==> config.mk <==
export PLATFORM = sky130hd
export DESIGN_NAME = triangle_creator
export DESIGN_NICKNAME = d
export VERILOG_FILES = /design/src/design/game_pkg.sv /design/src/design/render_pkg.sv /design/src/design/obstacle_decoder.sv /design/src/design/shape_rom.sv /design/src/design/triangle_sequencer.sv /design/src/design/vertex_emitter.sv /design/src/design/triangle_creator.sv
export SDC_FILE = /design/constraint.sdc
export NUM_CORES = 1
export LEC_CHECK = 0
export BUFFER_PORTS_ARGS = -buffer_cell sky130_fd_sc_hd__buf_2
export CAP_MARGIN = 20
export CORE_ASPECT_RATIO = 0.8
export CORE_MARGIN = 2
export CORE_UTILIZATION = 45
export CTS_CLUSTER_SIZE = 20
export DETAILED_ROUTE_END_ITERATION = 10
export GPL_ROUTABILITY_DRIVEN = 0
export PLACE_DENSITY = 0.72
export SYNTH_ARGS = -nofsm -noshare
export SYNTH_HDL_FRONTEND = slang
export SYNTH_HIERARCHICAL = 1
export SYNTH_SLANG_ARGS = --single-unit
==> constraint.sdc <==
create_clock -name clk -period 7.92 [get_ports clk]
set_input_delay 0.792 -clock clk [delete_from_list [all_inputs] [get_ports clk]]
set_output_delay 0.792 -clock clk [all_outputs]
set_load 0.01 [all_outputs]
==> src/design/game_pkg.sv <==
package game_pkg;

    // obstacle word: [15:13] type, [12:11] lane, [10:0] far-end depth
    localparam int OBSTACLE_W = 16;
    localparam int TYPE_LSB   = 13;
    localparam int LANE_LSB   = 11;
    localparam int DEPTH_W    = 11;

    localparam int COORD_W = 16;  // one signed coordinate

    typedef enum logic [2:0] {
        NONE         = 3'd0,
        LOW_BARRIER  = 3'd1,  // must jump
        HIGH_BARRIER = 3'd2,  // must duck
        MID_BARRIER  = 3'd3,  // jump or duck
        TRAIN_CAR    = 3'd4,
        RAMP         = 3'd5,
        MOVING_CAR   = 3'd6   // not drawn
    } obstacle_kind_t;

    // lane edges in x, lane codes 2 and 3 are both the right lane
    localparam int LEFT_LANE_L  = -128;
    localparam int LEFT_LANE_R  = -64;
    localparam int MID_LANE_L   = -32;
    localparam int MID_LANE_R   = 32;
    localparam int RIGHT_LANE_L = 64;
    localparam int RIGHT_LANE_R = 128;

    // y grows downwards
    localparam int Y_GROUND = 128;
    localparam int Y_MID    = 96;
    localparam int Y_TOP    = 64;
    localparam int BAR_HALF = 8;

    localparam int BARRIER_LEN = 32;
    localparam int CAR_LEN     = 128;  // cars and ramps

    function automatic logic is_barrier(obstacle_kind_t k);
        return k inside {LOW_BARRIER, HIGH_BARRIER, MID_BARRIER};
    endfunction

endpackage

==> src/design/render_pkg.sv <==
package render_pkg;

    localparam int VERTEX_W = 48;  // {x, y, z}
    localparam int COLOR_W  = 16;

    localparam logic [COLOR_W-1:0] COL_BARRIER   = 16'hF000;
    localparam logic [COLOR_W-1:0] COL_CAR_FRONT = 16'h001F;
    localparam logic [COLOR_W-1:0] COL_CAR_LEFT  = 16'h000F;
    localparam logic [COLOR_W-1:0] COL_CAR_RIGHT = 16'h000A;
    localparam logic [COLOR_W-1:0] COL_CAR_TOP   = 16'h312F;
    localparam logic [COLOR_W-1:0] COL_RAMP_SIDE = 16'hFEE4;
    localparam logic [COLOR_W-1:0] COL_RAMP_TOP  = 16'h8200;

    localparam int VIDX_W = 5;

    // vertices per shape, three per triangle
    localparam int BARRIER_VERTS = 6;
    localparam int CAR_VERTS     = 24;
    localparam int RAMP_VERTS    = 18;

    // height select, five levels so three bits
    typedef enum logic [2:0] {
        GROUND = 3'd0,
        MID    = 3'd1,
        TOP    = 3'd2,
        BAR_LO = 3'd3,  // middle barrier, MID - BAR_HALF
        BAR_HI = 3'd4   // middle barrier, MID + BAR_HALF
    } y_sel_t;

    // one-bit corner selects
    localparam logic X_LEFT  = 1'b0;
    localparam logic X_RIGHT = 1'b1;
    localparam logic Z_NEAR  = 1'b0;
    localparam logic Z_FAR   = 1'b1;

endpackage

==> src/design/obstacle_decoder.sv <==
`timescale 1ns/100ps

module obstacle_decoder import game_pkg::*; #(
    parameter int MIN_Z = 8
) (
    input  logic                      clk,
    input  logic                      rst,
    input  logic                      wb_cyc,
    input  logic                      wb_stb,
    input  logic                      wb_we,
    input  logic [OBSTACLE_W-1:0]     wb_dat,
    output logic                      wb_ack,
    input  logic                      busy,
    output logic                      start,
    output obstacle_kind_t            kind,
    output logic signed [COORD_W-1:0] lane_left,
    output logic signed [COORD_W-1:0] lane_right,
    output logic signed [DEPTH_W:0]   depth
);

    logic                    pending;
    logic                    take_write;
    logic                    drawable;
    obstacle_kind_t          kind_in;
    logic [1:0]              lane_in;
    logic signed [DEPTH_W:0] depth_in;

    assign pending    = wb_cyc && wb_stb && !wb_ack;  // ack is a single pulse
    assign take_write = pending && wb_we && !busy;

    assign kind_in  = obstacle_kind_t'(wb_dat[TYPE_LSB +: $bits(obstacle_kind_t)]);
    assign lane_in  = wb_dat[LANE_LSB +: 2];
    assign depth_in = $signed({1'b0, wb_dat[DEPTH_W-1:0]});

    // barriers too close to the camera are culled
    always_comb begin
        if (is_barrier(kind_in)) begin
            drawable = depth_in >= BARRIER_LEN + MIN_Z;
        end else begin
            drawable = kind_in inside {TRAIN_CAR, RAMP};
        end
    end

    always_ff @(posedge clk) begin
        if (rst) begin
            wb_ack <= 1'b0;
            start  <= 1'b0;
        end else begin
            wb_ack <= pending && (!wb_we || !busy);  // reads acked at once
            start  <= take_write && drawable;
        end
    end

    always_ff @(posedge clk) begin
        if (take_write) begin
            kind  <= kind_in;
            depth <= depth_in;
            case (lane_in)
                2'd0: begin
                    lane_left  <= COORD_W'(LEFT_LANE_L);
                    lane_right <= COORD_W'(LEFT_LANE_R);
                end
                2'd1: begin
                    lane_left  <= COORD_W'(MID_LANE_L);
                    lane_right <= COORD_W'(MID_LANE_R);
                end
                default: begin
                    lane_left  <= COORD_W'(RIGHT_LANE_L);
                    lane_right <= COORD_W'(RIGHT_LANE_R);
                end
            endcase
        end
    end

endmodule

==> src/design/shape_rom.sv <==
`timescale 1ns/100ps

module shape_rom import game_pkg::*, render_pkg::*; (
    input  obstacle_kind_t     kind,
    input  logic [VIDX_W-1:0]  vidx,
    output logic               x_sel,
    output logic               z_sel,
    output y_sel_t             y_sel,
    output logic [COLOR_W-1:0] color,
    output logic               last
);

    // corner patterns of one face, bit i is vertex i of the face
    // x: 1 = right edge, hi: 1 = upper level, z: 1 = far end
    localparam logic [5:0] QUAD_X      = 6'b011010;
    localparam logic [5:0] QUAD_HI     = 6'b110100;
    localparam logic [5:0] QUAD_Z      = 6'b000000;
    localparam logic [5:0] LEFT_HI     = 6'b011010;
    localparam logic [5:0] LEFT_Z      = 6'b110100;
    localparam logic [5:0] SIDE_HI     = 6'b010011;  // car right side, ramp sides
    localparam logic [5:0] SIDE_Z      = 6'b110010;
    localparam logic [5:0] TOP_X       = 6'b001110;
    localparam logic [5:0] TOP_Z       = 6'b011100;
    localparam logic [5:0] RAMP_TOP_HI = 6'b011100;

    logic [1:0] face;
    logic [2:0] corner;
    logic [5:0] x_pat;
    logic [5:0] hi_pat;
    logic [5:0] z_pat;
    y_sel_t     y_lo;
    y_sel_t     y_hi;

    // six vertices per face
    always_comb begin
        if (vidx < VIDX_W'(6)) begin
            face   = 2'd0;
            corner = vidx[2:0];
        end else if (vidx < VIDX_W'(12)) begin
            face   = 2'd1;
            corner = 3'(vidx - VIDX_W'(6));
        end else if (vidx < VIDX_W'(18)) begin
            face   = 2'd2;
            corner = 3'(vidx - VIDX_W'(12));
        end else begin
            face   = 2'd3;
            corner = 3'(vidx - VIDX_W'(18));
        end
    end

    always_comb begin
        x_pat  = QUAD_X;  // barriers and car front
        hi_pat = QUAD_HI;
        z_pat  = QUAD_Z;
        color  = COL_BARRIER;
        last   = 1'b0;
        case (kind)
            LOW_BARRIER, HIGH_BARRIER, MID_BARRIER: begin
                last = vidx == VIDX_W'(BARRIER_VERTS - 1);
            end
            TRAIN_CAR: begin
                last = vidx == VIDX_W'(CAR_VERTS - 1);
                case (face)
                    2'd0: color = COL_CAR_FRONT;
                    2'd1: begin
                        x_pat  = {6{X_LEFT}};
                        hi_pat = LEFT_HI;
                        z_pat  = LEFT_Z;
                        color  = COL_CAR_LEFT;
                    end
                    2'd2: begin
                        x_pat  = {6{X_RIGHT}};
                        hi_pat = SIDE_HI;
                        z_pat  = SIDE_Z;
                        color  = COL_CAR_RIGHT;
                    end
                    default: begin
                        x_pat  = TOP_X;
                        hi_pat = 6'b111111;
                        z_pat  = TOP_Z;
                        color  = COL_CAR_TOP;
                    end
                endcase
            end
            RAMP: begin
                last = vidx == VIDX_W'(RAMP_VERTS - 1);
                if (face == 2'd2) begin
                    x_pat  = TOP_X;
                    hi_pat = RAMP_TOP_HI;
                    z_pat  = TOP_Z;
                    color  = COL_RAMP_TOP;
                end else begin
                    x_pat  = {6{face[0]}};  // left side first, then right
                    hi_pat = SIDE_HI;
                    z_pat  = SIDE_Z;
                    color  = COL_RAMP_SIDE;
                end
            end
            default: begin
                color = '0;  // nothing to draw
                last  = 1'b1;
            end
        endcase
    end

    always_comb begin
        case (kind)
            LOW_BARRIER: begin
                y_lo = GROUND;
                y_hi = MID;
            end
            HIGH_BARRIER: begin
                y_lo = MID;
                y_hi = TOP;
            end
            MID_BARRIER: begin
                y_lo = BAR_LO;
                y_hi = BAR_HI;
            end
            default: begin
                y_lo = GROUND;
                y_hi = TOP;
            end
        endcase
    end

    assign x_sel = x_pat[corner];
    assign z_sel = z_pat[corner];
    assign y_sel = hi_pat[corner] ? y_hi : y_lo;

endmodule

==> src/design/triangle_sequencer.sv <==
`timescale 1ns/100ps

module triangle_sequencer import render_pkg::*; (
    input  logic              clk,
    input  logic              rst,
    input  logic              start,
    input  logic              last,
    output logic [VIDX_W-1:0] vidx,
    output logic              active,
    output logic              first_of_tri,
    output logic              busy
);

    localparam logic IDLE = 1'b0;
    localparam logic GEN  = 1'b1;

    logic       state;
    logic [1:0] tri_pos;  // position inside the current triangle

    always_ff @(posedge clk) begin
        if (rst) begin
            state   <= IDLE;
            vidx    <= '0;
            tri_pos <= 2'd0;
        end else begin
            case (state)
                IDLE: begin
                    if (start) begin
                        state   <= GEN;
                        vidx    <= '0;
                        tri_pos <= 2'd0;
                    end
                end
                default: begin
                    if (last) begin
                        state <= IDLE;  // final index of the shape
                    end else begin
                        vidx <= vidx + 1'b1;
                        if (tri_pos == 2'd2) begin
                            tri_pos <= 2'd0;
                        end else begin
                            tri_pos <= tri_pos + 2'd1;
                        end
                    end
                end
            endcase
        end
    end

    assign active       = state == GEN;
    assign first_of_tri = tri_pos == 2'd0;

    // covers the start cycle so the decoder holds off right away
    assign busy = start || active;

endmodule

==> src/design/vertex_emitter.sv <==
`timescale 1ns/100ps

module vertex_emitter import game_pkg::*, render_pkg::*; #(
    parameter int MIN_Z    = 8,
    parameter int Z_OFFSET = 0
) (
    input  logic                      clk,
    input  logic                      rst,
    input  logic                      active,
    input  logic                      first_of_tri,
    input  logic                      x_sel,
    input  logic                      z_sel,
    input  y_sel_t                    y_sel,
    input  logic [COLOR_W-1:0]        color_in,
    input  obstacle_kind_t            kind,
    input  logic signed [COORD_W-1:0] lane_left,
    input  logic signed [COORD_W-1:0] lane_right,
    input  logic signed [DEPTH_W:0]   depth,
    output logic [VERTEX_W-1:0]       vertex,
    output logic [COLOR_W-1:0]        color,
    output logic                      vertex_valid,
    output logic                      new_triangle
);

    logic signed [COORD_W-1:0] x;
    logic signed [COORD_W-1:0] y;
    logic signed [COORD_W-1:0] depth_ext;
    logic signed [COORD_W-1:0] near_len;
    logic signed [COORD_W-1:0] z_raw;
    logic signed [COORD_W-1:0] z_clamp;

    assign x = (x_sel == X_RIGHT) ? lane_right : lane_left;

    always_comb begin
        case (y_sel)
            MID:     y = COORD_W'(Y_MID);
            TOP:     y = COORD_W'(Y_TOP);
            BAR_LO:  y = COORD_W'(Y_MID - BAR_HALF);
            BAR_HI:  y = COORD_W'(Y_MID + BAR_HALF);
            default: y = COORD_W'(Y_GROUND);
        endcase
    end

    // depth marks the far end, near end sits one shape length closer
    assign depth_ext = COORD_W'(depth);
    assign near_len  = is_barrier(kind) ? COORD_W'(BARRIER_LEN) : COORD_W'(CAR_LEN);
    assign z_raw     = (z_sel == Z_FAR) ? depth_ext : depth_ext - near_len;
    assign z_clamp   = (z_raw < COORD_W'(MIN_Z)) ? COORD_W'(MIN_Z) : z_raw;

    always_ff @(posedge clk) begin
        vertex <= {x, y, z_clamp + COORD_W'(Z_OFFSET)};
        color  <= color_in;
    end

    always_ff @(posedge clk) begin
        if (rst) begin
            vertex_valid <= 1'b0;
            new_triangle <= 1'b0;
        end else begin
            vertex_valid <= active;
            new_triangle <= active && first_of_tri;
        end
    end

endmodule

==> src/design/triangle_creator.sv <==
`timescale 1ns/100ps

module triangle_creator import game_pkg::*, render_pkg::*; #(
    parameter int MIN_Z    = 8,
    parameter int Z_OFFSET = 0
) (
    input  logic                  clk,
    input  logic                  rst,
    input  logic                  wb_cyc,
    input  logic                  wb_stb,
    input  logic                  wb_we,
    input  logic [OBSTACLE_W-1:0] wb_dat,
    output logic                  wb_ack,
    output logic [VERTEX_W-1:0]   vertex,
    output logic [COLOR_W-1:0]    color,
    output logic                  vertex_valid,
    output logic                  new_triangle
);

    logic                      start;
    logic                      busy;
    obstacle_kind_t            kind;
    logic signed [COORD_W-1:0] lane_left;
    logic signed [COORD_W-1:0] lane_right;
    logic signed [DEPTH_W:0]   depth;
    logic [VIDX_W-1:0]         vidx;
    logic                      active;
    logic                      first_of_tri;
    logic                      x_sel;
    logic                      z_sel;
    y_sel_t                    y_sel;
    logic [COLOR_W-1:0]        rom_color;
    logic                      last;

    obstacle_decoder #(
        .MIN_Z (MIN_Z)
    ) i_obstacle_decoder (
        .clk        (clk),
        .rst        (rst),
        .wb_cyc     (wb_cyc),
        .wb_stb     (wb_stb),
        .wb_we      (wb_we),
        .wb_dat     (wb_dat),
        .wb_ack     (wb_ack),
        .busy       (busy),
        .start      (start),
        .kind       (kind),
        .lane_left  (lane_left),
        .lane_right (lane_right),
        .depth      (depth)
    );

    triangle_sequencer i_triangle_sequencer (
        .clk          (clk),
        .rst          (rst),
        .start        (start),
        .last         (last),
        .vidx         (vidx),
        .active       (active),
        .first_of_tri (first_of_tri),
        .busy         (busy)
    );

    shape_rom i_shape_rom (
        .kind  (kind),
        .vidx  (vidx),
        .x_sel (x_sel),
        .z_sel (z_sel),
        .y_sel (y_sel),
        .color (rom_color),
        .last  (last)
    );

    vertex_emitter #(
        .MIN_Z    (MIN_Z),
        .Z_OFFSET (Z_OFFSET)
    ) i_vertex_emitter (
        .clk          (clk),
        .rst          (rst),
        .active       (active),
        .first_of_tri (first_of_tri),
        .x_sel        (x_sel),
        .z_sel        (z_sel),
        .y_sel        (y_sel),
        .color_in     (rom_color),
        .kind         (kind),
        .lane_left    (lane_left),
        .lane_right   (lane_right),
        .depth        (depth),
        .vertex       (vertex),
        .color        (color),
        .vertex_valid (vertex_valid),
        .new_triangle (new_triangle)
    );

endmodule

Yosys cells after proc, flatten, opt, wreduce, memory -nomap -nowiden
Cells that the tools add are included.

word-level totals
  flip-flop bits (word level) = 122
  input bits = 21
  logic and storage cells = 114

cells by class
  $add $sub $neg = 6
  magnitude comparators = 6
  equal/unequal tests = 22
  muxes and demuxes = 45
  reductions and logical operators = 21

operators by type and width
  kind                                                                    count
  16-bit one-hot mux with 2 select lines                                  2
  6-bit one-hot mux with 3 select lines                                   3
  16-bit one-hot mux with 3 select lines                                  1
  14-bit one-hot mux with 3 select lines                                  1
  6-bit one-hot mux with 2 select lines                                   3
  16-bit two-way mux                                                      2
  8-bit one-hot mux with 4 select lines                                   1
  3-bit by 2-bit equality test with 1-bit output, second input constant   6
  16-bit by 5-bit < comparator with 1-bit output, second input constant   1
  12-bit by 16-bit subtractor with 16-bit output                          1
  3-bit equality test, second input constant                              5
  15-bit two-way mux                                                      1
  5-bit two-way mux                                                       3
  2-bit two-way mux                                                       6
  3-bit two-way mux                                                       4
  6-bit two-way mux                                                       2
  11-bit by 6-bit >= comparator with 1-bit output, second input constant  1
  5-bit equality test, second input constant                              2
  1-bit binary-select mux with 3-bit select                               3
  3-bit by 1-bit equality test with 1-bit output, second input constant   3
  1-bit two-way mux                                                       8
  8-bit two-way mux                                                       1
  1-bit logical AND                                                       7
  2-bit logical NOT                                                       3
  22 further kinds                                                        30

Depth between registers and ports, before layout
  word-level depth = 12
  mapped depth = 18
  mapped depth without buffers = 16

By module
The synthesis kept the hierarchy.

modules (own cells, without submodules)
  module              times used  cells each  area each (um2)  sequential area each (um2)
  vertex_emitter      1           144         1717.9           1041.0
  obstacle_decoder    1           67          918.4            610.6
  shape_rom           1           114         799.5            0.0
  triangle_sequencer  1           43          385.4            160.2

Worst setup path before layout
No wires, ideal clock.

  path type = reg2reg
  start = reg i_triangle_sequencer.vidx[2]
  end = reg i_vertex_emitter.vertex[0]
  data arrival time = 3124 ps
  setup slack = 4736 ps
  stages on the path, launching flop included = 17
  path buffers = 2
  period minus slack after synthesis = 3184 ps
  cells stage by stage = dfxtp_1 > buf_2 > inv_1 > ha_1 > nor2b_4 > o31ai_4 > ha_1 > inv_1 > mux2i_1 > o211ai_1 > a31oi_1 > buf_6 > or4_4 > a31oi_1 > nor3_1 > o2111ai_2 > and3_1

on the way
  longest elaborated chain between the ends = 11
  elaborated cells between the ends (all ways) = 22
  those cells by class = add/sub: 3; order compare: 4; eq/ne: 2; mux: 12; reduce/logical: 1

RTL lines
  what                                                                        line                              RTL
  start: declaration                                                          triangle_sequencer.sv:8           output logic [VIDX_W-1:0] vidx,
  start signal: assignment                                                    triangle_sequencer.sv:38          vidx <= vidx + 1'b1;
  5-bit < comparator                                                          shape_rom.sv:42                   end else if (vidx < VIDX_W'(18)) begin
  1-bit two-way mux                                                           shape_rom.sv:42
  2-bit two-way mux                                                           shape_rom.sv:39                   end else if (vidx < VIDX_W'(12)) begin
  2-bit two-way mux                                                           shape_rom.sv:36                   if (vidx < VIDX_W'(6)) begin
  2-bit equality test (tied with other cells)                                 shape_rom.sv:63, shape_rom.sv:87
  6-bit one-hot mux with 3 select lines or 6-bit two-way mux (tied branches)  shape_rom.sv:63, shape_rom.sv:87
  6-bit one-hot mux with 2 select lines                                       shape_rom.sv:57                   case (kind)
  1-bit binary-select mux with 3-bit select (*)                               shape_rom.sv:128                  assign z_sel = z_pat[corner];
  1-bit two-way mux (not written as such) (*)                                 shape_rom.sv:128
  via z_sel                                                                   triangle_creator.sv:30            logic z_sel;
  16-bit two-way mux (*)                                                      vertex_emitter.sv:47              assign z_raw = (z_sel == Z_FAR) ? depth_ext : depth_ext - near_len;
  16-bit by 5-bit < comparator with 1-bit output                              vertex_emitter.sv:48              assign z_clamp = (z_raw < COORD_W'(MIN_Z)) ? COORD_W'(MIN_Z) : z_raw;
  end signal: assignment                                                      vertex_emitter.sv:51              vertex <= {x, y, z_clamp + COORD_W'(Z_OFFSET)};
  end: declaration                                                            vertex_emitter.sv:19              output logic [VERTEX_W-1:0] vertex,

The timed path passes the listed nets; every way through them passes the cells marked *. The select of a mux whose other input is x is not followed.
A chain may end at the register's enable or synchronous reset.

Worst setup path in the final report
  start = reg i_triangle_sequencer.vidx[1]
  end = reg i_vertex_emitter.vertex[1]

The elaborated chain is that of the path after synthesis.

==> out/qor.json <==
{
  "status": {"value": "finished, final reports clean"},
  "cts_tree": {"value": "done"},
  "drtIter0Drc": {"value": 83},
  "maximum_clock_frequency": {"value": 273, "unit": "MHz"},
  "grt_max_degree": {"value": 22},
  "post_route_cells_drive_above_1_share": {"value": 31.1, "unit": "%"},
  "placed_instance_area": {"value": 3990, "unit": "µm²"},
  "clk_latency": {"value": 350, "unit": "ps"},
  "timing.setup.critical_path_class": {"value": "reg2reg"},
  "layout_commonest_cell": {"value": "sky130_fd_sc_hd__buf_2"},
  "synth_area_leaders": {"value": "sky130_fd_sc_hd__dfxtp_1, sky130_fd_sc_hd__edfxtp_1, sky130_fd_sc_hd__buf_4"},
  "routed_vias_inst": {"value": 4.88},
  "min-delay-path-class": {"value": "reg2reg"},
  "std_cell_core_area": {"value": 8370, "unit": "µm²"},
  "finalWorstPathRequiredPeriod": {"value": 3670, "unit": "ps"},
  "dpl.hpwl": {"value": 4750, "unit": "µm"},
  "area_overhead_vs_synth": {"value": 9.10, "unit": "%"},
  "route.antenna.remaining_nets": {"value": 0},
  "relative_contribution_of_sequential_cells_to_total_power": {"value": 58.0, "unit": "%"},
  "first_drt_pass_iteration_count": {"value": 4},
  "start_kind": {"value": "register"},
  "max_cap_viol_count": {"value": 0},
  "power.share.clock": {"value": 35.2, "unit": "%"},
  "antennaDiodeCount": {"value": 0},
  "yosys_register_bits": {"value": 81},
  "ctsResizeCount": {"value": 0},
  "antenna_found_initial": {"value": 0},
  "rsz_0062_raised_after_global_routing": {"value": "no"},
  "wl_per_cell": {"value": 12.3, "unit": "µm"},
  "die_width": {"value": 107, "unit": "µm"},
  "end_kind": {"value": "register"},
  "synthesized_instance_count": {"value": 368},
  "critical_path_required": {"value": 8180, "unit": "ps"},
  "row_count": {"value": 30},
  "grt_pass1_vias": {"value": 2301},
  "cts_h_tree_depth": {"value": 3},
  "layout.nets": {"value": 449},
  "power_density": {"value": 183, "unit": "nW/µm²"},
  "chipHeight": {"value": 86.4, "unit": "µm"},
  "clock_pin_transition_on_the_worst_setup_and_hold_timing_paths": {"value": 80, "unit": "ps"},
  "grt_first_pass_wirelength": {"value": 10600, "unit": "µm"},
  "syn_area": {"value": 3820, "unit": "µm²"},
  "grt_remaining_overflow": {"value": 0},
  "numPortBuffers": {"value": 76},
  "clock-root-buffer": {"value": "sky130_fd_sc_hd__clkbuf_8"},
  "timing.clock.skew": {"value": 9.31, "unit": "ps"},
  "synthDominantAreaCellType": {"value": "sky130_fd_sc_hd__dfxtp_1"},
  "mostFrequentLayoutCells": {"value": "sky130_fd_sc_hd__buf_2, sky130_fd_sc_hd__dfxtp_1, sky130_fd_sc_hd__nor2_1"},
  "maxSlewViolCount": {"value": 0},
  "power_switching_share": {"value": 24.8, "unit": "%"},
  "power.combinational.fraction": {"value": 6.8, "unit": "%"},
  "worst-slew-pin-transition": {"value": 706, "unit": "ps"},
  "net-switching-power": {"value": 0.000189, "unit": "W"},
  "synth_edf_count": {"value": 19},
  "synthesis.yosys.warnings": {"value": 6},
  "slew_headroom": {"value": 52.9, "unit": "%"},
  "cts_setup_buffers": {"value": 0},
  "ioPinCount": {"value": 88},
  "dr_total_vias": {"value": 2601},
  "cts_buffer_depth": {"value": 2},
  "critical_path.max_fanout": {"value": 10},
  "postLayoutCellArea": {"value": 4170, "unit": "µm²"},
  "synth.lib_cells_used.distinct": {"value": 64},
  "async_reset_ff_share": {"value": 0, "unit": "%"},
  "final-setup-viol-count": {"value": 0},
  "die_ar": {"value": 9250, "unit": "µm²"},
  "synth.yosys.seq_area_share": {"value": 47.4, "unit": "%"},
  "wl": {"value": 6540, "unit": "µm"},
  "hold_buffers": {"value": 0},
  "slowest_delay": {"value": 610, "unit": "ps"},
  "hold_depth": {"value": 1},
  "internal_power": {"value": 0.000574, "unit": "W"},
  "critical_path_arrival": {"value": 3920, "unit": "ps"},
  "primary_ff_master_synth": {"value": "sky130_fd_sc_hd__dfxtp_1"},
  "crit_slowest_cell": {"value": "sky130_fd_sc_hd__a31oi_1"},
  "cts_sinks": {"value": 81},
  "timing.reg2reg.worst_path_depth": {"value": 11},
  "syn_avg_cell_area": {"value": 10.4, "unit": "µm²"},
  "min_period_over_period": {"value": 46.3, "unit": "%"},
  "detail_route.drc_violations": {"value": 0},
  "gr-usage-all-layers": {"value": 14.6, "unit": "%"},
  "vdd_drop_max": {"value": 88.6, "unit": "µV"},
  "initial_core_util": {"value": 45.7, "unit": "%"},
  "worst_path_cell_trace": {"value": "inv_1 > ha_1 > mux2i_1 > o311ai_2 > nor2b_2 > o211ai_1 > a31oi_1 > o21ai_0 > and4b_1 > o2111ai_2 > and3_1"},
  "hold_violations": {"value": 0},
  "synth_top_area_share": {"value": 32.5, "unit": "%"},
  "fin_tns_setup": {"value": 0, "unit": "ps"},
  "total_leakage_power": {"value": 1.81, "unit": "nW"},
  "cts_made_buffers": {"value": 9}
}
## synthesized netlist by cell type (7+ instances only)
cell type and instances:
sky130_fd_sc_hd__a21oi_1 12, sky130_fd_sc_hd__buf_4 48, sky130_fd_sc_hd__dfxtp_1 62, sky130_fd_sc_hd__edfxtp_1 19, sky130_fd_sc_hd__ha_1 12, sky130_fd_sc_hd__inv_1 20, sky130_fd_sc_hd__mux2_2 17, sky130_fd_sc_hd__nand2_1 14
sky130_fd_sc_hd__nand2b_1 7, sky130_fd_sc_hd__nor2_1 24, sky130_fd_sc_hd__nor2b_1 7, sky130_fd_sc_hd__o21ai_0 13
## cell families (layout without fill, tap and decap cells)
kind of cell | count (synthesis) | count (layout) | synth area share, %
adder cells (fa/ha/maj) | 12 | 12 | 3.93
other | 2 | 23 | 0.197
AND/OR/NAND/NOR | 103 | 103 | 15.7
AO/OA/AOI/OAI | 59 | 59 | 11.1
buffers and inverters | 82 | 114 | 13.7
multiplexers | 21 | 21 | 6.06
flip-flops | 81 | 81 | 47.4
XOR/XNOR | 8 | 8 | 2.03
## flip-flops by register name, indices dropped and copies added (netlist names)
name,flops
i_vertex_emitter/vertex,34
i_vertex_emitter/color,16
i_obstacle_decoder/depth,11
i_triangle_sequencer/vidx,5
i_obstacle_decoder/kind,3
i_obstacle_decoder/lane_left,3
i_obstacle_decoder/lane_right,2
i_triangle_sequencer/tri_pos,2
i_obstacle_decoder/start,1
i_obstacle_decoder/wb_ack,1
i_triangle_sequencer/active,1
i_vertex_emitter/new_triangle,1
i_vertex_emitter/vertex_valid,1
## power groups by stage
stage | Combinational [W] | Clock (W) | Sequential, W
after floorplan | 0.0000397 | 0 | 0.000455
after global placement | 0.0000503 | 0 | 0.000452
after detailed placement | 0.0000515 | 0 | 0.000452
after CTS | 0.0000517 | 0.000278 | 0.000443
after global routing | 0.0000575 | 0.000296 | 0.000444
final | 0.0000516 | 0.000269 | 0.000442
## area by class of cell
type / instances / area, µm²
fillers: 784 / 4200
flip-flops and latches: 81 / 1810
multi-input cells: 226 / 1570
repair buffers: 78 / 395
well taps: 112 / 140
clock buffers: 9 / 124
inverters: 20 / 75.1
clock inverters: 7 / 51.3
## metrics by stage
step                hold slack [ps]  cells  worst slack [ps]  util [%]  power (W)
CTS                             474    533              4290      49.8   0.000772
detailed placement              454    517              4320      47.7   0.000504
finish                          471    533              4250      49.8   0.000763
global route                    488    533              3950      49.8   0.000797
floorplan                       432    389              4740         -   0.000495
global placement                453    517              4420      47.7   0.000502
## worst paths after layout
kind / start / endpoint / slack [ps]
max: i_triangle_sequencer/vidx[1] / i_vertex_emitter/vertex[1] / 4250
min: i_obstacle_decoder/depth[2] / i_vertex_emitter/vertex[2] / 470
max reg2reg: i_triangle_sequencer/vidx[1] / i_vertex_emitter/vertex[1] / 4250
min reg2reg: i_obstacle_decoder/depth[2] / i_vertex_emitter/vertex[2] / 470
## per-layer routing
metal  track usage, %  up-vias  part of all wire, %
li1                 -     1317                    -
met1             18.6     1210                   46
met2             23.1       64                   47
met3             4.81       10                  5.4
met4             5.31        0                  1.5
met5                0        -                    0
## worst max-delay path, delay by kind of cell (launching register included)
family,cells,cell delay (ps)
AO/OA/AOI/OAI,5,1610
adder cells (fa/ha/maj),1,360
buffers and inverters,1,120
flip-flops,1,570
multiplexers,1,100
AND/OR/NAND/NOR,3,800
No activity file was read; power rests on OpenSTA's default activity.
